`src/mpmc_consts.svh`:
```
`ifndef MPMC_CONSTS_SVH
`define MPMC_CONSTS_SVH

// Requester byte address
`define MPMC_ADDR_BITS 32

// Address presented on the memory port
`define MPMC_MEM_ADDR_BITS 29

// One memory line and its byte mask
`define MPMC_LINE_BITS 128
`define MPMC_MASK_BITS 16

// Requester channels behind the one memory port
`define MPMC_NUM_CH 3

// Bits below this one select a byte inside the line
`define MPMC_LINE_LSB 4

`endif

```
`src/mpmc_pkg.sv`:
```
`include "mpmc_consts.svh"

package mpmc_pkg;

	typedef logic [`MPMC_LINE_BITS-1:0] line_t;
	// A set bit keeps the byte in memory unchanged
	typedef logic [`MPMC_MASK_BITS-1:0] mask_t;
	typedef logic [`MPMC_ADDR_BITS-1:0] addr_t;
	typedef logic [1:0] ch_idx_t;

	typedef enum logic [2:0] {
		IDLE,
		PRESET,
		SEND_DATA,
		SET_CMD_WR,
		SET_CMD_RD,
		WAIT_RD
	} seq_state_t;

	// Native port opcodes
	typedef enum logic [2:0] {
		CMD_WRITE = 3'd0,
		CMD_READ  = 3'd1
	} mem_cmd_t;

endpackage

```
`src/mpmc_channel.sv`:
```
`timescale 1ns/100ps
`include "mpmc_consts.svh"

module mpmc_channel #(
	parameter int DATA_BITS = 128
) (
	input  logic                   mem_ui_clk,
	input  logic                   mem_ui_rst,
	input  logic                   cyc,
	input  logic                   we,
	input  logic [DATA_BITS/8-1:0] sel,
	input  mpmc_pkg::addr_t        adr,
	input  logic [DATA_BITS-1:0]   dati,
	output logic                   ack,
	output logic [DATA_BITS-1:0]   dato,
	output logic                   svc_req,
	output logic                   svc_wr,
	output mpmc_pkg::addr_t        line_adr,
	output mpmc_pkg::line_t        wr_line,
	output mpmc_pkg::mask_t        wr_mask,
	input  logic                   fill_hit,
	input  mpmc_pkg::line_t        fill_data,
	input  logic                   wr_done,
	input  logic                   inval_valid,
	input  mpmc_pkg::addr_t        inval_line
);
	localparam int LANES = `MPMC_LINE_BITS / DATA_BITS;
	localparam int TAG_BITS = `MPMC_ADDR_BITS - `MPMC_LINE_LSB;

	logic                tag_valid;
	logic [TAG_BITS-1:0] tag;
	mpmc_pkg::line_t     cache_line;
	logic                tag_hit;
	logic                ack_set;
	logic [1:0]          lane;
	mpmc_pkg::mask_t     sel_bytes;

	// ============================
	// Hit test and service request
	// ============================
	assign tag_hit = tag_valid && (tag == adr[`MPMC_ADDR_BITS-1:`MPMC_LINE_LSB]);

	// No new request while the ack for this one is out
	assign svc_req = cyc && !ack && (we || !tag_hit);
	assign svc_wr = we;

	// Reads ack off the cache, writes off the accepted command
	assign ack_set = cyc && !ack && ((!we && tag_hit) || (we && wr_done));

	// ============================
	// Write formatting
	// ============================
	// Narrow channels pick one 32-bit lane, a full-width channel has only lane 0
	assign lane = (LANES > 1) ? adr[`MPMC_LINE_LSB-1:2] : 2'd0;
	assign line_adr = {adr[`MPMC_ADDR_BITS-1:`MPMC_LINE_LSB], {`MPMC_LINE_LSB{1'b0}}};
	assign wr_line = {LANES{dati}};
	assign sel_bytes = mpmc_pkg::mask_t'(sel) << (lane * (DATA_BITS / 8));
	assign wr_mask = ~sel_bytes;

	// ============================
	// Cache line
	// ============================
	always_ff @(posedge mem_ui_clk) begin
		if (mem_ui_rst) begin
			tag_valid <= 1'b0;
		end else if (fill_hit) begin
			tag_valid <= 1'b1;
		end else if (inval_valid && tag == inval_line[`MPMC_ADDR_BITS-1:`MPMC_LINE_LSB]) begin
			// Another write touched this line
			tag_valid <= 1'b0;
		end
	end

	always_ff @(posedge mem_ui_clk) begin
		if (fill_hit) begin
			tag <= adr[`MPMC_ADDR_BITS-1:`MPMC_LINE_LSB];
			cache_line <= fill_data;
		end
	end

	// Acknowledge, one cycle wide
	always_ff @(posedge mem_ui_clk) begin
		if (mem_ui_rst) begin
			ack <= 1'b0;
		end else begin
			ack <= ack_set;
		end
	end

	always_ff @(posedge mem_ui_clk) begin
		if (ack_set) begin
			dato <= cache_line[lane * DATA_BITS +: DATA_BITS];
		end
	end

endmodule

```
`src/mpmc_arbiter.sv`:
```
`timescale 1ns/100ps
`include "mpmc_consts.svh"

module mpmc_arbiter (
	input  logic                    mem_ui_clk,
	input  logic                    mem_ui_rst,
	input  logic [`MPMC_NUM_CH-1:0] svc_req,
	input  logic [`MPMC_NUM_CH-1:0] svc_wr,
	input  logic                    busy,
	output logic                    grant_valid,
	output mpmc_pkg::ch_idx_t       grant_ch
);
	logic [`MPMC_NUM_CH-1:0] wr_req;
	logic [`MPMC_NUM_CH-1:0] rd_req;
	mpmc_pkg::ch_idx_t       pick;

	assign wr_req = svc_req & svc_wr;
	assign rd_req = svc_req & ~svc_wr;

	// Scan high to low so the lowest channel is left standing
	// Writes are scanned last and override any read miss
	always_comb begin
		pick = '0;
		for (int i = `MPMC_NUM_CH - 1; i >= 0; i--) begin
			if (rd_req[i])
				pick = mpmc_pkg::ch_idx_t'(i);
		end
		for (int i = `MPMC_NUM_CH - 1; i >= 0; i--) begin
			if (wr_req[i])
				pick = mpmc_pkg::ch_idx_t'(i);
		end
	end

	always_ff @(posedge mem_ui_clk) begin
		if (mem_ui_rst) begin
			grant_valid <= 1'b0;
			grant_ch <= '0;
		end else begin
			grant_valid <= !busy && (|svc_req);
			if (!busy && (|svc_req))
				grant_ch <= pick;
		end
	end

endmodule

```
`src/mpmc_sequencer.sv`:
```
`timescale 1ns/100ps
`include "mpmc_consts.svh"

module mpmc_sequencer (
	input  logic                                mem_ui_clk,
	input  logic                                mem_ui_rst,
	input  logic                                grant_valid,
	input  mpmc_pkg::ch_idx_t                   grant_ch,
	input  logic                                grant_wr,
	input  mpmc_pkg::addr_t [`MPMC_NUM_CH-1:0] line_adr_all,
	input  mpmc_pkg::line_t [`MPMC_NUM_CH-1:0] wr_line_all,
	input  mpmc_pkg::mask_t [`MPMC_NUM_CH-1:0] wr_mask_all,
	output logic                                busy,
	output logic                                fill_valid,
	output mpmc_pkg::ch_idx_t                   fill_ch,
	output mpmc_pkg::line_t                     fill_data,
	output logic                                wr_done_valid,
	output mpmc_pkg::ch_idx_t                   wr_done_ch,
	output logic                                inval_valid,
	output mpmc_pkg::addr_t                     inval_line,
	output logic                                mem_en,
	output mpmc_pkg::mem_cmd_t                  mem_cmd,
	output logic [`MPMC_MEM_ADDR_BITS-1:0]      mem_addr,
	output logic                                mem_wdf_wren,
	output logic                                mem_wdf_end,
	output mpmc_pkg::line_t                     mem_wdf_data,
	output mpmc_pkg::mask_t                     mem_wdf_mask,
	input  logic                                mem_rdy,
	input  logic                                mem_wdf_rdy,
	input  mpmc_pkg::line_t                     mem_rd_data,
	input  logic                                mem_rd_data_valid
);
	mpmc_pkg::seq_state_t state;
	mpmc_pkg::ch_idx_t    cur_ch;
	logic                 cur_wr;
	mpmc_pkg::addr_t      cur_line;

	// Stay busy through the strobes so a served channel is not granted again
	assign busy = (state != mpmc_pkg::IDLE) || grant_valid || fill_valid || wr_done_valid;

	// ============================
	// Memory port
	// ============================
	assign mem_addr = cur_line[`MPMC_MEM_ADDR_BITS-1:0];
	assign mem_en = (state == mpmc_pkg::SET_CMD_WR) || (state == mpmc_pkg::SET_CMD_RD);
	assign mem_cmd = (state == mpmc_pkg::SET_CMD_RD) ? mpmc_pkg::CMD_READ : mpmc_pkg::CMD_WRITE;
	assign mem_wdf_wren = (state == mpmc_pkg::SEND_DATA);
	assign mem_wdf_end = (state == mpmc_pkg::SEND_DATA);

	// The channel index holds until the next grant, after the strobes are gone
	assign fill_ch = cur_ch;
	assign wr_done_ch = cur_ch;
	assign inval_valid = wr_done_valid;
	assign inval_line = cur_line;

	// ============================
	// FSM
	// ============================
	always_ff @(posedge mem_ui_clk) begin
		if (mem_ui_rst) begin
			state <= mpmc_pkg::IDLE;
			fill_valid <= 1'b0;
			wr_done_valid <= 1'b0;
		end else begin
			fill_valid <= 1'b0;
			wr_done_valid <= 1'b0;
			case (state)
				mpmc_pkg::IDLE:
					if (grant_valid)
						state <= mpmc_pkg::PRESET;
				mpmc_pkg::PRESET:
					state <= cur_wr ? mpmc_pkg::SEND_DATA : mpmc_pkg::SET_CMD_RD;
				mpmc_pkg::SEND_DATA:
					if (mem_wdf_rdy)
						state <= mpmc_pkg::SET_CMD_WR;
				mpmc_pkg::SET_CMD_WR:
					if (mem_rdy) begin
						wr_done_valid <= 1'b1;
						state <= mpmc_pkg::IDLE;
					end
				mpmc_pkg::SET_CMD_RD:
					if (mem_rdy)
						state <= mpmc_pkg::WAIT_RD;
				mpmc_pkg::WAIT_RD:
					if (mem_rd_data_valid) begin
						fill_valid <= 1'b1;
						state <= mpmc_pkg::IDLE;
					end
				default:
					state <= mpmc_pkg::IDLE;
			endcase
		end
	end

	// Request payload, captured from the granted channel
	always_ff @(posedge mem_ui_clk) begin
		if (state == mpmc_pkg::IDLE && grant_valid) begin
			cur_ch <= grant_ch;
			cur_wr <= grant_wr;
		end
		if (state == mpmc_pkg::PRESET) begin
			cur_line <= line_adr_all[cur_ch];
			mem_wdf_data <= wr_line_all[cur_ch];
			mem_wdf_mask <= wr_mask_all[cur_ch];
		end
		if (state == mpmc_pkg::WAIT_RD && mem_rd_data_valid)
			fill_data <= mem_rd_data;
	end

endmodule

```
`src/mpmc_top.sv`:
```
`timescale 1ns/100ps
`include "mpmc_consts.svh"

module mpmc_top (
	input  logic                           mem_ui_clk,
	input  logic                           mem_ui_rst,
	// Display channel, read only
	input  logic                           cyc0,
	input  mpmc_pkg::addr_t                adr0,
	output logic                           ack0,
	output logic [127:0]                   dato0,
	// Processor channel
	input  logic                           cyc1,
	input  logic                           we1,
	input  logic [15:0]                    sel1,
	input  mpmc_pkg::addr_t                adr1,
	input  logic [127:0]                   dati1,
	output logic                           ack1,
	output logic [127:0]                   dato1,
	// Peripheral channel
	input  logic                           cyc2,
	input  logic                           we2,
	input  logic [3:0]                     sel2,
	input  mpmc_pkg::addr_t                adr2,
	input  logic [31:0]                    dati2,
	output logic                           ack2,
	output logic [31:0]                    dato2,
	// Memory user interface
	output logic                           mem_en,
	output mpmc_pkg::mem_cmd_t             mem_cmd,
	output logic [`MPMC_MEM_ADDR_BITS-1:0] mem_addr,
	output logic                           mem_wdf_wren,
	output logic                           mem_wdf_end,
	output mpmc_pkg::line_t                mem_wdf_data,
	output mpmc_pkg::mask_t                mem_wdf_mask,
	input  logic                           mem_rdy,
	input  logic                           mem_wdf_rdy,
	input  mpmc_pkg::line_t                mem_rd_data,
	input  logic                           mem_rd_data_valid
);
	logic [`MPMC_NUM_CH-1:0]            svc_req;
	logic [`MPMC_NUM_CH-1:0]            svc_wr;
	logic [`MPMC_NUM_CH-1:0]            fill_hit;
	logic [`MPMC_NUM_CH-1:0]            wr_done;
	mpmc_pkg::addr_t [`MPMC_NUM_CH-1:0] line_adr;
	mpmc_pkg::line_t [`MPMC_NUM_CH-1:0] wr_line;
	mpmc_pkg::mask_t [`MPMC_NUM_CH-1:0] wr_mask;
	logic                               grant_valid;
	mpmc_pkg::ch_idx_t                  grant_ch;
	logic                               grant_wr;
	logic                               busy;
	logic                               fill_valid;
	mpmc_pkg::ch_idx_t                  fill_ch;
	mpmc_pkg::line_t                    fill_data;
	logic                               wr_done_valid;
	mpmc_pkg::ch_idx_t                  wr_done_ch;
	logic                               inval_valid;
	mpmc_pkg::addr_t                    inval_line;

	// Turn the sequencer's channel index into per-channel strobes
	always_comb begin
		for (int i = 0; i < `MPMC_NUM_CH; i++) begin
			fill_hit[i] = fill_valid && (fill_ch == mpmc_pkg::ch_idx_t'(i));
			wr_done[i] = wr_done_valid && (wr_done_ch == mpmc_pkg::ch_idx_t'(i));
		end
	end

	assign grant_wr = svc_wr[grant_ch];

	// ============================
	// Channels
	// ============================
	mpmc_channel #(.DATA_BITS(128)) u_ch0 (
		.mem_ui_clk(mem_ui_clk), .mem_ui_rst(mem_ui_rst),
		.cyc(cyc0), .we(1'b0), .sel('1), .adr(adr0), .dati('0),
		.ack(ack0), .dato(dato0),
		.svc_req(svc_req[0]), .svc_wr(svc_wr[0]),
		.line_adr(line_adr[0]), .wr_line(wr_line[0]), .wr_mask(wr_mask[0]),
		.fill_hit(fill_hit[0]), .fill_data(fill_data), .wr_done(wr_done[0]),
		.inval_valid(inval_valid), .inval_line(inval_line)
	);

	mpmc_channel #(.DATA_BITS(128)) u_ch1 (
		.mem_ui_clk(mem_ui_clk), .mem_ui_rst(mem_ui_rst),
		.cyc(cyc1), .we(we1), .sel(sel1), .adr(adr1), .dati(dati1),
		.ack(ack1), .dato(dato1),
		.svc_req(svc_req[1]), .svc_wr(svc_wr[1]),
		.line_adr(line_adr[1]), .wr_line(wr_line[1]), .wr_mask(wr_mask[1]),
		.fill_hit(fill_hit[1]), .fill_data(fill_data), .wr_done(wr_done[1]),
		.inval_valid(inval_valid), .inval_line(inval_line)
	);

	mpmc_channel #(.DATA_BITS(32)) u_ch2 (
		.mem_ui_clk(mem_ui_clk), .mem_ui_rst(mem_ui_rst),
		.cyc(cyc2), .we(we2), .sel(sel2), .adr(adr2), .dati(dati2),
		.ack(ack2), .dato(dato2),
		.svc_req(svc_req[2]), .svc_wr(svc_wr[2]),
		.line_adr(line_adr[2]), .wr_line(wr_line[2]), .wr_mask(wr_mask[2]),
		.fill_hit(fill_hit[2]), .fill_data(fill_data), .wr_done(wr_done[2]),
		.inval_valid(inval_valid), .inval_line(inval_line)
	);

	// ============================
	// Arbiter and sequencer
	// ============================
	mpmc_arbiter u_arb (
		.mem_ui_clk(mem_ui_clk), .mem_ui_rst(mem_ui_rst),
		.svc_req(svc_req), .svc_wr(svc_wr), .busy(busy),
		.grant_valid(grant_valid), .grant_ch(grant_ch)
	);

	mpmc_sequencer u_seq (
		.mem_ui_clk(mem_ui_clk), .mem_ui_rst(mem_ui_rst),
		.grant_valid(grant_valid), .grant_ch(grant_ch), .grant_wr(grant_wr),
		.line_adr_all(line_adr), .wr_line_all(wr_line), .wr_mask_all(wr_mask),
		.busy(busy),
		.fill_valid(fill_valid), .fill_ch(fill_ch), .fill_data(fill_data),
		.wr_done_valid(wr_done_valid), .wr_done_ch(wr_done_ch),
		.inval_valid(inval_valid), .inval_line(inval_line),
		.mem_en(mem_en), .mem_cmd(mem_cmd), .mem_addr(mem_addr),
		.mem_wdf_wren(mem_wdf_wren), .mem_wdf_end(mem_wdf_end),
		.mem_wdf_data(mem_wdf_data), .mem_wdf_mask(mem_wdf_mask),
		.mem_rdy(mem_rdy), .mem_wdf_rdy(mem_wdf_rdy),
		.mem_rd_data(mem_rd_data), .mem_rd_data_valid(mem_rd_data_valid)
	);

endmodule

```
`config.mk`:
```
export PLATFORM = sky130hd
export DESIGN_NAME = mpmc_top
export DESIGN_NICKNAME = d
export VERILOG_FILES = /design/src/mpmc_pkg.sv /design/src/mpmc_channel.sv /design/src/mpmc_arbiter.sv /design/src/mpmc_sequencer.sv /design/src/mpmc_top.sv
export VERILOG_INCLUDE_DIRS = /design/src /design/src/src
export SDC_FILE = /design/constraint.sdc
export NUM_CORES = 1
export LEC_CHECK = 0
export BUFFER_PORTS_ARGS = -buffer_cell sky130_fd_sc_hd__buf_2
export CAP_MARGIN = 20
export CELL_PAD_IN_SITES_DETAIL_PLACEMENT = 2
export CELL_PAD_IN_SITES_GLOBAL_PLACEMENT = 2
export CORE_AREA = 2 2 340 342
export CTS_CLUSTER_DIAMETER = 40
export DETAILED_ROUTE_END_ITERATION = 12
export DIE_AREA = 0 0 342 344
export GPL_TIMING_DRIVEN = 0
export PLACE_DENSITY_LB_ADDON = 0.1
export SLEW_MARGIN = 20
export SYNTH_ARGS = -nofsm -noshare
export SYNTH_HDL_FRONTEND = slang
export SYNTH_SLANG_ARGS = --single-unit
```
`constraint.sdc`:
```
create_clock -name mem_ui_clk -period 27.6 [get_ports mem_ui_clk]
set_clock_uncertainty 0.1 [all_clocks]
set_input_delay 2.76 -clock mem_ui_clk [delete_from_list [all_inputs] [get_ports mem_ui_clk]]
set_output_delay 2.76 -clock mem_ui_clk [all_outputs]
set_load 0.005 [all_outputs]
```
# After elaboration in Yosys (flattened, before gate mapping)
# Index checks and enable logic that the tools add are counted.
[totals]
regBits = 1077
inputBits = 414
out_inout_bits = 470
wordCells = 139
[classes]
eq_ne = 18
mux = 30
n_bitwise = 7
shifts = 2
n_reduce_logical = 54
magnitude_cmp = 2
[op_table]
columns = ["operator", "n"]
rows = [
  ["$bmux 128 s2", 1],
  ["$eq 28x28->1", 6],
  ["$mux 128", 1],
  ["$shiftx 128x8->32", 1],
  ["$bmux 32 s2", 1],
  ["$bmux 16 s2", 1],
  ["$mux 32", 1],
  ["$not 16->16", 2],
  ["$logic_and 1x1->1", 27],
  ["$mux 3", 6],
  ["$pmux 3 s6", 1],
  ["$mux 16", 1],
  ["$shl 4x4->16", 1],
  ["$mux 2", 6],
  ["$mux 1", 10],
  ["$logic_not 1->1", 9],
  ["$logic_or 1x1->1", 8],
  ["$ne 2x2->1 const B", 4],
  ["$and 3x3->3", 2],
  ["$eq 3x2->1 const B", 2],
  ["$eq 3x3->1 const B", 2],
  ["$lt 2x3->1 const B", 2],
  ["$reduce_bool 2->1", 3],
  ["$reduce_and 5->1", 1],
  ["other kinds (12)", 14],
]

# Longest topological paths before layout
# Gate-level depths: netlist of the first run.
[logic_depth]
ltp_word = 12
mapped_depth = 7
mapped_depth_nobuf = 6

# By module
# From an unflattened synthesis of the first run, not the netlist that was laid out.
[unflattened]
hier_cells = 2590
area_unflattened_um2 = 43123.9
[by_module_without_submodules]
columns = ["module", "cells_each", "seq_area_each_um2", "n_inst", "area_each_um2"]
rows = [
  ["mpmc_channel (u_ch0 ...)", 547, 8568.2, 2, 10493.8],
  ["mpmc_sequencer", 971, 9318.9, 1, 13491.7],
  ["mpmc_channel (u_ch2)", 494, 5685.5, 1, 8415.6],
  ["mpmc_arbiter", 19, 60.1, 1, 152.6],
  ["mpmc_top", 12, 0.0, 1, 76.3],
]

# Least setup slack after synthesis of the first run
# Ideal clock, no wire load.
[synth_path]
path_type = "register -> register"
startpoint = "reg u_seq.state[0]"
endpoint = "reg u_seq.state[1]"
period_less_slack_ns = 13.568
setup_time_ns = 0.065
required_time_ns = 27.435
path_slack_ns = 14.032
arrival_ns = 13.403
path_stages_with_launch = 7
path_buffers = 1
path_cell_list = "dfxtp_1 clkbuf_1 inv_2 nor3_1 a21o_1 mux2i_1 nor2_1"
[synth_via]
elab_chain_len = 3
elab_cells_between_ends = 13
classes_between = "10 x eq/ne; 1 x mux; 2 x reduce/logical"
[synth_lines]
columns = ["element", "line_no", "text"]
rows = [
  ["start: declaration", "mpmc_sequencer.sv:33", "mpmc_pkg::seq_state_t state;"],
  ["start signal: assignment", "mpmc_sequencer.sv:61", "state <= mpmc_pkg::IDLE;"],
  ["start signal: assignment", "mpmc_sequencer.sv:70", "state <= mpmc_pkg::PRESET;"],
  ["start signal: assignment", "mpmc_sequencer.sv:72", "state <= cur_wr ? mpmc_pkg::SEND_DATA : mpmc_pkg::SET_CMD_RD;"],
  ["$eq 3x3->1 (tied with other cells)", "mpmc_sequencer.sv:67", "case (state)"],
  ["$ne 2x2->1 (no source line) or $ne 2x1->1 (tied branches)", "--", ""],
  ["$reduce_and 5->1 (no source line)", "--", ""],
]
# Parallel ways exist; a longest one is shown, timed or not.
# A chain may end at the register's enable or synchronous reset.

# Final worst setup path of the first run
[layout_path]
startpoint = "in adr2[9]"
endpoint = "reg u_ch2.dato[24] (enable)"
[layout_via]
elab_chain_len = 5
[layout_lines]
columns = ["element", "line_no", "text"]
rows = [
  ["start: declaration", "mpmc_top.sv:24", "input mpmc_pkg::addr_t adr2,"],
  ["$eq 28x28->1", "mpmc_channel.sv:41", "assign tag_hit = tag_valid && (tag == adr[`MPMC_ADDR_BITS-1:`MPMC_LINE_LSB]);"],
  ["$logic_and 1x1->1", "mpmc_channel.sv:41", ""],
  ["$logic_and 1x1->1", "mpmc_channel.sv:48", "assign ack_set = cyc && !ack && ((!we && tag_hit) || (we && wr_done));"],
  ["$logic_or 1x1->1", "mpmc_channel.sv:48", ""],
  ["$logic_and 1x1->1", "mpmc_channel.sv:48", ""],
  ["net u_ch2.ack_set", "mpmc_channel.sv:34", "logic ack_set;"],
  ["end signal: assignment", "mpmc_channel.sv:92", "dato <= cache_line[lane * DATA_BITS +: DATA_BITS];"],
  ["end: declaration", "mpmc_channel.sv:15", "output logic [DATA_BITS-1:0] dato,"],
]
# The timed path passes the listed nets, and every way through them passes these cells.

==> results.md, run 1 <==
* Sequential power share at 0.425
* Vias per inst at 4.77
* Slew headroom at 0.269
* Input/output buffers at 866
* Final setup vio count at 0
* Total GRT Usage at 0.237
* Syn Inst Count at about 1.8k
* Pwr Total at 4690 uW
* Area grow syn2layout at 34.9%
* P per Cell Area at ~93 nW/um2
* Syn. warnings at 0
* Slew Limit Fails at 0
* Die area at 118000 um2
* I/O pins at 884
* WL/cell at around 31 um
* Hold-fix buffers at CTS at 0
* Post-CTS Setup Inserts at 0
* Max Cap Violations at 0
* Total wire length at 142000 um
* H-Tree Depth at 4
* Die Span X at 342 um
* Post-synth EDFFs at 1059
* Std cell rows at 124
* Post-route setup TNS at 0 ps
* Worst Setup Path Type: in2reg
* CORE AREA at 114000 um2
* CTS Sinks at ~1.1k
* Leakage dissipation at 0.0184 uW
* Sw Share at 0.248
* Root buffer cell: clkbuf_16
* Initial antenna violation count at 69
* Area share of the largest cell type after synthesis at 0.849
* Main synth FF type: edfxtp_1
* Register area share after synthesis at 0.856
* Number of global-route vias before repair at 24.0k
* Clock Pin Slew Worst Setup and Hold Paths at 50 ps
* GPL Wtd Cong at 0.847
* Final Hold Vio Count at 0
* Residual DRC at 0
* Longest Clk Path Bufs at 3
* Asr flop ratio synth at 0
* Initial DRC Count at 1267
* Synth Register Bits at 1073
* Peak Freq at 194 MHz
* Status: completed
* Fin crit period at 5140 ps
* Clock power frac at 0.461
* Mapped Avg Cell Area at ~21 um2
* TritonCTS clock tree: built
* Netlist cell types at 49
* # nets final at ~3.3k
* TritonCTS buffer count at 161
* Startpoint types: input port
* Least-Margin Pin Slew at about 1100 ps
* Chip height at 344 um
* Antenna-violating nets left at 0
* RSZ-0062 raised after global routing: no
* Layout cells sized above 1 at 0.427
* Crit Path Max Fanout at 14
* CP Data Required Time at approximately 28000 ps
* WP data arrival at 5470 ps
* Grt ovf at 0
* Largest net degree at the start of global routing at 83
* Final Cycle Share at 0.186
* First-pass GRT wire length at 193000 um
* Post-Syn Area at 37500 um2
* Min-delay worst type: reg2reg
* Most frequent cell after synthesis: edfxtp_1
* DR pass1 iterations at 5
* NetSw at 1160 uW
* Via count at 21.7k
* Pint at 3530 uW
* Worst VDD drop at approximately 65 uV
* CP Capture Type: flop
* Clk_lat worst skew at approximately 750 ps
* DP HPWL at 105000 um
* Commonest cells in the netlist: edfxtp_1 (1059), a22o_1 (128), xnor2_1 (95)
* Resize count post-CTS at 0
* Initial Util at 0.329
* Top cells by area, synth: edfxtp_1 (85%), a22o_1 (3.0%), xnor2_1 (2.2%)
* Yosys top cell by area: edfxtp_1
* Logic gate share of total power at 0.114
power groups by stage:
stage	Sequential [uW]	Clock, uW	Combinational (uW)
after floorplan	2050	0	222
final	1990	2160	537
after CTS	1990	2210	547
after global routing	2000	2270	576
after global placement	2080	0	507
after detailed placement	2030	0	542
registers in the layout, summed over array words and instances, names as in the netlist, 2 cells and up:
register            cells
u_seq.mem_wdf_mask     16
u_arb.grant_ch          2
u_seq.inval_line       28
u_ch2.tag              28
u_ch1.dato            128
u_ch2.dato             32
u_ch0.cache_line      128
u_ch1.tag              28
u_ch2.cache_line      128
u_seq.fill_ch           2
u_ch1.cache_line      128
u_seq.mem_wdf_data    128
u_ch0.dato            128
u_ch0.tag              28
u_seq.fill_data       128
u_seq.state             3
final cells by class:
class	count	area, um2
fill	10900	63300
sequential	1073	32100
timing repair buffer	932	5320
multi-input combinational	600	4960
clock buffer	181	4200
tap	1512	1890
clock inverter	114	1530
buffer	86	452
antenna	30	75.1
inverter	10	60.1
cells in the final DEF (no fill, tap or decap), types with 31 or more instances in the layout:
| master | netlist | final |
|---|---|---|
| nand2_1 | 63 | 63 |
| a22o_1 | 128 | 128 |
| clkbuf_1 | 43 | 56 |
| o21ai_1 | 46 | 46 |
| xor2_1 | 70 | 70 |
| edfxtp_1 | 1059 | 1059 |
| buf_2 | 5 | 871 |
| bufinv_16 | 0 | 31 |
| xnor2_1 | 95 | 95 |
| buf_4 | 32 | 65 |
| mux4_2 | 32 | 32 |
| clkbuf_16 | 0 | 165 |
critical path, cell delays in order:
cell	delay, ps
buf_2	120
xor2_1	160
nor4_1	800
nand4b_1	290
nor3_1	290
a31oi_1	120
nor2_4	600
buf_12	270
metrics by stage:
step | hold WS [ps] | setup slack [ps] | instances | area [um2] | util
2_1_floorplan | 300 | 14030 | 1769 | 37500 | -
3_3_place_gp | 301 | 6210 | 4147 | 43700 | 0.384
3_5_place_dp | 305 | 21640 | 4213 | 44800 | 0.393
4_1_cts | 309 | 22370 | 4508 | 50500 | 0.443
5_1_grt | 309 | 22280 | 4527 | 50500 | 0.444
6_report | 307 | 22460 | 4538 | 50600 | 0.444
routing by layer:
metal / up-vias / wire length [um] / part of all wire / track usage
met1: 11200 / 51400 / 0.36 / 0.259
met4: 42 / 4150 / 0.029 / 0.0858
met5: - / 258 / 0.0018 / 0
li1: 9301 / - / - / -
met3: 274 / 12500 / 0.088 / 0.0901
met2: 862 / 73700 / 0.52 / 0.420
path summary, 6_finish.rpt:
check	startpoint	end	slack [ps]	depth (start not counted)
worst max-delay path	adr2[9]	u_ch2.dato[24]	22460	8
worst min-delay path	u_ch0.cache_line[32]	u_ch0.dato[32]	310	0
worst max register to register	u_seq.fill_ch[1]	u_ch2.cache_line[113]	23840	8
worst min register to register	u_ch0.cache_line[32]	u_ch0.dato[32]	310	0
logic make-up after synthesis:
kind of cell    after synthesis  share of synthesized area
flops                      1073                      0.856
compound gates              203                     0.0413
xor+xnor                    165                     0.0386
simple gates                164                     0.0237
buf+inv                      96                     0.0130
mux                          62                     0.0272
other cells                   1                   0.000100
Note: power is estimated with default switching activity, not from simulation.
==> inputs of run 2 (changes only) <==
--- a/config.mk
+++ b/config.mk
@@ -10,10 +10,10 @@
 export CAP_MARGIN = 20
 export CELL_PAD_IN_SITES_DETAIL_PLACEMENT = 2
 export CELL_PAD_IN_SITES_GLOBAL_PLACEMENT = 2
-export CORE_AREA = 2 2 340 342
+export CORE_AREA = 2 2 342 344
 export CTS_CLUSTER_DIAMETER = 40
 export DETAILED_ROUTE_END_ITERATION = 12
-export DIE_AREA = 0 0 342 344
+export DIE_AREA = 0 0 344 346
 export GPL_TIMING_DRIVEN = 0
 export PLACE_DENSITY_LB_ADDON = 0.1
 export SLEW_MARGIN = 20
==> constraint.sdc (replaced) <==
create_clock -name mem_ui_clk -period 5 [get_ports mem_ui_clk]
set_clock_uncertainty 0.1 [all_clocks]
set_input_delay 0.5 -clock mem_ui_clk [delete_from_list [all_inputs] [get_ports mem_ui_clk]]
set_output_delay 0.5 -clock mem_ui_clk [all_outputs]
set_load 0.005 [all_outputs]
==> run 2 against run 1 <==
- sequential power rose to 5.5 times the previous value
- global-route usage grew 2.4 points
- via count grew 9.6%
==> results.md, run 2 (synthesis gave the netlist of run 1 again) <==
* Fin Hold WS at 53.7 ps (-254 ps)
* Clk_lat worst skew at 760 ps (about the same)
* Final setup vio count at 0 (unchanged)
* Met2 Wirelength at 80900 um (+9.8%)
* Total wire length at 158000 um (+11%)
* CORE AREA at 115000 um2 (+1.4%)
* WL/cell at 31.9 um (+2.0%)
* Crit Path Max Fanout at 84 (+70)
* Post-CTS Setup Inserts at 0 (unchanged)
* Pwr Total at 26700 uW (+470%)
* Total GRT Usage at 0.261 (+0.0236)
* Slew headroom at 0.227 (-0.0416)
* Initial antenna violation count at 34 (-51%)
* TritonCTS clock tree: built
* DP HPWL at 112000 um (+6.5%)
* Number of global-route vias before repair at 26.7k (+11%)
* GPL Wtd Cong at 0.953 (+13%)
* # nets final at 3681 (+12%)
* Root buffer cell: clkbuf_16
* Leading cell types in the layout, fill and taps excluded: edfxtp_1 (1059), buf_2 (871), dlygate4sd3_1 (415)
* Vias per inst at 4.80 (+0.61%)
* Metal-1 WL at 56100 um (+9.2%)
* Final Hold Vio Count at 0 (unchanged)
* Leakage dissipation at 0.0202 uW (+9.9%)
* Final Cycle Share at 0.764
* Fin worst setup slack at 1180 ps (-21280 ps)
* Highest metal used: met5
* Post-Layout Cell Count at 4943 (+8.9%)
* Min-delay worst type: in2reg
* Resize count post-CTS at 0 (unchanged)
* CTS Sinks at 1073 (unchanged)
* Max Cap Violations at 0 (unchanged)
* TritonCTS buffer count at 164 (+1.9%)
* CP Data Required Time at 5280 ps (-22650 ps)
* Layout cells sized above 1 at 0.375 (-0.0521)
* DR pass1 iterations at 6 (+1)
* CP Capture Type: flop
* Slew Limit Fails at 0 (unchanged)
* Dpl ws at 1090 ps (-20550 ps)
* Largest net degree at the start of global routing at 85 (+2.4%)
* Grt ovf at 0 (unchanged)
* Area grow syn2layout at 46.2%
* Chip height at 346 um (+0.58%)
* Clock Pin Slew Worst Setup and Hold Paths at 60 ps (about the same)
* Worst VDD drop at 327 uV (+400%)
* Crit path cell chain: clkbuf_1 > nor2b_1 > clkbuf_1 > buf_2 > buf_2 > nand2_1 > inv_8 > buf_16
* Residual DRC at 0 (unchanged)
* Least-Margin Pin Slew at 1160 ps (+62.4 ps)
* Input/output buffers at 866 (unchanged)
* Placed Instances at 4210 (-0.071%)
* Initial Util at 0.325 (-0.00440)
* Initial DRC Count at 1606 (+27%)
* Flop2flop setup slack at 1180 ps (-22660 ps)
* Post-route setup TNS at 0 ps (unchanged)
* Longest Clk Path Bufs at 3 (unchanged)
* WP buf/inv at 6 (+4)
* Slowest CP cell: inv_8
* First-pass GRT wire length at 215000 um (+11%)
* WP data arrival at 4100 ps (-1370 ps)
* Metal3 WL at 11900 um (-4.4%)
* Die area at 119000 um2 (+1.2%)
* Peak Freq at 262 MHz
* CP max stage delay at 540 ps (-260 ps)
* Via count at 23.7k (+9.6%)
* RSZ-0062 raised after global routing: no
* Die Span X at 344 um (+0.58%)
* Commonest non-fill, non-tap cell in the layout: edfxtp_1
* Hold-fix buffers at CTS at 415 (+415)
* Antenna-violating nets left at 0 (unchanged)
* H-Tree Depth at 4 (unchanged)
* I/O pins at 884 (unchanged)
* Startpoint types: flop
* Status: completed
* P per Cell Area at 487 nW/um2 (+420%)
* Top cell family by delay on the critical path: buffers and inverters
* Std cell rows at 125 (+0.81%)
* Worst Setup Path Type: reg2reg
* Fin crit period at ~3800 ps
[run 2: cell types whose count changed in the layout (fill, tap and decap cells not counted), sizes merged]
| cell | before | now |
|---|---|---|
| dlygate4sd3 | 0 | 415 |
| buf | 975 | 960 |
| diode | 30 | 15 |
| clkinv | 48 | 57 |
| bufinv | 31 | 27 |
| clkbuf | 224 | 226 |
| inv | 24 | 26 |
| clkinvlp | 21 | 20 |
[run 2: power by group]
group	total [uW]	internal [uW]	switching, uW	leakage, uW
combinational	3690	1530	2160	0.00777
sequential	11000	10700	376	0.00972
clock	12000	7520	4430	0.00273
[run 2: layout make-up]
cell class,instances,area [um2]
inverters,10,62.6
plain buffers,86,463
flip-flops and latches,1073,32100
clock buffers,183,4220
multi-input cells,600,4970
clock inverters,120,1480
fillers,10700,60600
well taps,1524,1910
diodes,15,37.5
repair buffers,1332,9580
[run 2: worst paths after layout]
check	startpoint	end	depth (start not counted)
worst min-delay path	dati2[28]	u_seq.mem_wdf_data[92]	2
worst max register to register	u_seq.fill_ch[1]	u_ch2.cache_line[118]	8
worst max-delay path	u_seq.fill_ch[1]	u_ch2.cache_line[118]	8
worst min register to register	u_ch0.cache_line[25]	u_ch0.dato[25]	0
[run 2: routing by layer]
layer,up-vias,GRT usage
met3,312,0.0798
met5,-,0
met4,24,0.135
met1,12300,0.280
met2,990,0.459
li1,10100,-
[run 2: per-stage QoR]
step / cell area (um2) / utilization
after global routing: 54800 / 0.475
final: 54800 / 0.475
after detailed placement: 44900 / 0.389
after global placement: 43800 / 0.379
after floorplan: 37600 / -
after CTS: 54800 / 0.474
==> inputs of run 3 (changes only) <==
--- a/config.mk
+++ b/config.mk
@@ -10,10 +10,10 @@
 export CAP_MARGIN = 20
 export CELL_PAD_IN_SITES_DETAIL_PLACEMENT = 2
 export CELL_PAD_IN_SITES_GLOBAL_PLACEMENT = 2
-export CORE_AREA = 2 2 342 344
+export CORE_AREA = 2 2 341 343
 export CTS_CLUSTER_DIAMETER = 40
 export DETAILED_ROUTE_END_ITERATION = 12
-export DIE_AREA = 0 0 344 346
+export DIE_AREA = 0 0 343 345
 export GPL_TIMING_DRIVEN = 0
 export PLACE_DENSITY_LB_ADDON = 0.1
 export SLEW_MARGIN = 20
==> constraint.sdc (replaced) <==
create_clock -name mem_ui_clk -period 3.2 [get_ports mem_ui_clk]
set_clock_uncertainty 0.1 [all_clocks]
set_input_delay 0.32 -clock mem_ui_clk [delete_from_list [all_inputs] [get_ports mem_ui_clk]]
set_output_delay 0.32 -clock mem_ui_clk [all_outputs]
set_load 0.005 [all_outputs]
==> run 3 against run 2 <==
- flip-flop and latch count did not move
- sequential power rose by 56%
- worst setup slack got worse by 1100 ps
- worst hold slack got worse by 19 ps
- via count rose by 1.6%
- fmax rose by 22%
- highest routed layer unchanged
- clock-buffer cell count rose by 10
- routed wire length rose by 0.28%
- die area fell by 0.58%
- cell area rose by 2.2%
- largest cell class unchanged
- combinational power rose by 65%
==> results.md, run 3 (synthesis gave the netlist of run 1 again) <==
* DR pass1 iterations at 5 (-1)
* Dpl ws at -323 ps (-1410 ps)
* Core Util, Final at 0.487 (+0.0119)
* WL/cell at 31.4 um (-1.7%)
* Initial DRC Count at 1659 (+3.3%)
* CP max stage delay at 490 ps (-50 ps)
* I/O pins at 884 (unchanged)
* H-Tree Depth at 4 (unchanged)
* Final setup vio count at 0 (unchanged)
* Min-delay worst type: in2reg
* Via count at 24.1k (+1.6%)
* Total GRT Usage at 0.261 (about the same)
* Area grow syn2layout at 49.5%
* GPL Wtd Cong at 0.923 (-3.1%)
* TritonCTS buffer count at 164 (unchanged)
* P per Cell Area at 754 nW/um2 (+55%)
* Slew Limit Fails at 0 (unchanged)
* Startpoint types: flop
* CP Capture Type: flop
* Status: completed
* Input/output buffers at 866 (unchanged)
* Peak Freq at 318 MHz (+22%)
* DP HPWL at 107000 um (-4.0%)
* Std cell rows at 125 (unchanged)
* WP data arrival at 3480 ps (-620 ps)
* Layout cells sized above 1 at 0.371 (-0.00443)
* Hold Crit Depth at 4 (+2)
* CORE AREA at 115000 um2 (-0.27%)
* Longest Clk Path Bufs at 3 (unchanged)
* Clk_lat worst skew at 750 ps (about the same)
* CTS Sinks at 1073 (unchanged)
* Die Span X at 343 um (-0.29%)
* Pwr Total at 42300 uW (+58%)
* Antenna-violating nets left at 0 (unchanged)
* Chip height at 345 um (-0.29%)
* Area of the multi-input gates at 5010 um2 (+0.75%)
* Final Cycle Share at 0.981 (+0.217)
* Fin worst setup slack at 60.2 ps (-1120 ps)
* Worst VDD drop at 673 uV (+110%)
* Die area at 118000 um2 (-0.58%)
* Grt ovf at 0 (unchanged)
* Total wire length at 158000 um (+0.28%)
* Crit path cell chain: xnor2_1 > nand4_1 > nor4_4 > nand2_1 > nor2_4 > buf_12 > buf_12 > buf_12
* Reg area at 32100 um2 (about the same)
* Slew headroom at 0.266 (+0.0387)
* TritonCTS clock tree: built
* Final Hold Vio Count at 0 (unchanged)
* Most used cell, CP: buf_12
* FILL cells at 10.7k (-0.30%)
* Worst-case reg-to-reg path depth at 8 (unchanged)
* Worst Setup Path Type: reg2reg
* Least-Margin Pin Slew at 1100 ps (-58.0 ps)
* CP Data Required Time at 3540 ps (-1740 ps)
* Initial antenna violation count at 22 (-35%)
* Crit Path Max Fanout at 18 (-79%)
* Root buffer cell: clkbuf_16
* Leakage dissipation at 0.0209 uW (+3.3%)
* Residual DRC at 0 (unchanged)
* Vias per inst at 4.78 (-0.41%)
* Clock Pin Slew Worst Setup and Hold Paths at 50 ps (about the same)
* First-pass GRT wire length at 217000 um (+0.98%)
* Initial Util at 0.326 (+0.000882)
* Largest net degree at the start of global routing at 29 (-66%)
* Slowest CP cell: xnor2_1
* Number of global-route vias before repair at 27.6k (+3.5%)
* # nets final at 3782 (+2.7%)
* Max Cap Violations at 0 (unchanged)
* RSZ-0062 raised after global routing: no
* Leading cell types in the layout, fill and taps excluded: edfxtp_1 (1059), buf_2 (869), dlygate4sd3_1 (496)
* Commonest non-fill, non-tap cell in the layout: edfxtp_1
* Fin Hold WS at 35.1 ps (-18.6 ps)
* Fin crit period at 3140 ps (-679 ps)
## run 3: changes by cell type in the layout (fill, tap and decap cells not counted), moves of 5 or more
cell	delta
dlygate4sd3_1	+81
clkinv_2	-12
clkinvlp_4	-6
clkinv_1	+7
clkbuf_8	+5
clkbuf_2	+7
buf_16	-9
clkbuf_1	-5
buf_12	+21
## run 3: metrics by stage
stage	TNS [ps]	instance area (um2)	instances
after floorplan	-833190	37600	1769
final	0	56000	5043
after global routing	0	56000	5039
after detailed placement	-19380	45200	4227
after global placement	-3806550	43900	4159
after CTS	0	56000	5028
## run 3: worst paths after layout
kind | startpoint | slack, ps | endpoint
worst max-delay path | u_ch0.tag[5] | 60 | u_ch0.dato[87]
worst min-delay path | sel2[1] | 40 | u_seq.mem_wdf_mask[9]
worst min register to register | u_ch0.cache_line[70] | 320 | u_ch0.dato[70]
worst max register to register | u_ch0.tag[5] | 60 | u_ch0.dato[87]
## run 3: report_power, final
part / internal [uW] / switching [uW] / total [uW]
clock network: 12000 / 6950 / 18900
logic: 2750 / 3350 / 6100
registers: 16700 / 593 / 17200
## run 3: area by class of cell
cell class	instances	share of cell area
flip-flops and latches	1073	0.573
multi-input cells	600	0.0895
repair inverters	1	0.0000893
diodes	15	0.000670
plain buffers	86	0.00918
clock buffers	193	0.0775
clock inverters	109	0.0255
well taps	1524	0.0340
repair buffers	1432	0.190
inverters	10	0.000916
## run 3: routing by layer
metal | GRT usage | wire length [um]
met5 | 0 | 88
met4 | 0.105 | 6310
met3 | 0.0805 | 12600
met2 | 0.464 | 81600
met1 | 0.288 | 57500
## run 3: what timing repair did
| action | in CTS | in global routing |
|---|---|---|
| gates cloned | 1 | 0 |
| resized for setup | 2 | 2 |
| hold endpoints to repair | 399 | 0 |
| endpoints found under the setup margin | 175 | 1 |
| setup buffers | 2 | 0 |
| pin swaps | 1 | 0 |
| hold buffers | 496 | 0 |
## run 3: critical path: cells and delay by family, from the launching register on
family	cells	cell delay (ps)
DFF	1	420
buffers and inverters	3	620
and+or+nand+nor	4	1150
xor gates and xnor gates	1	490
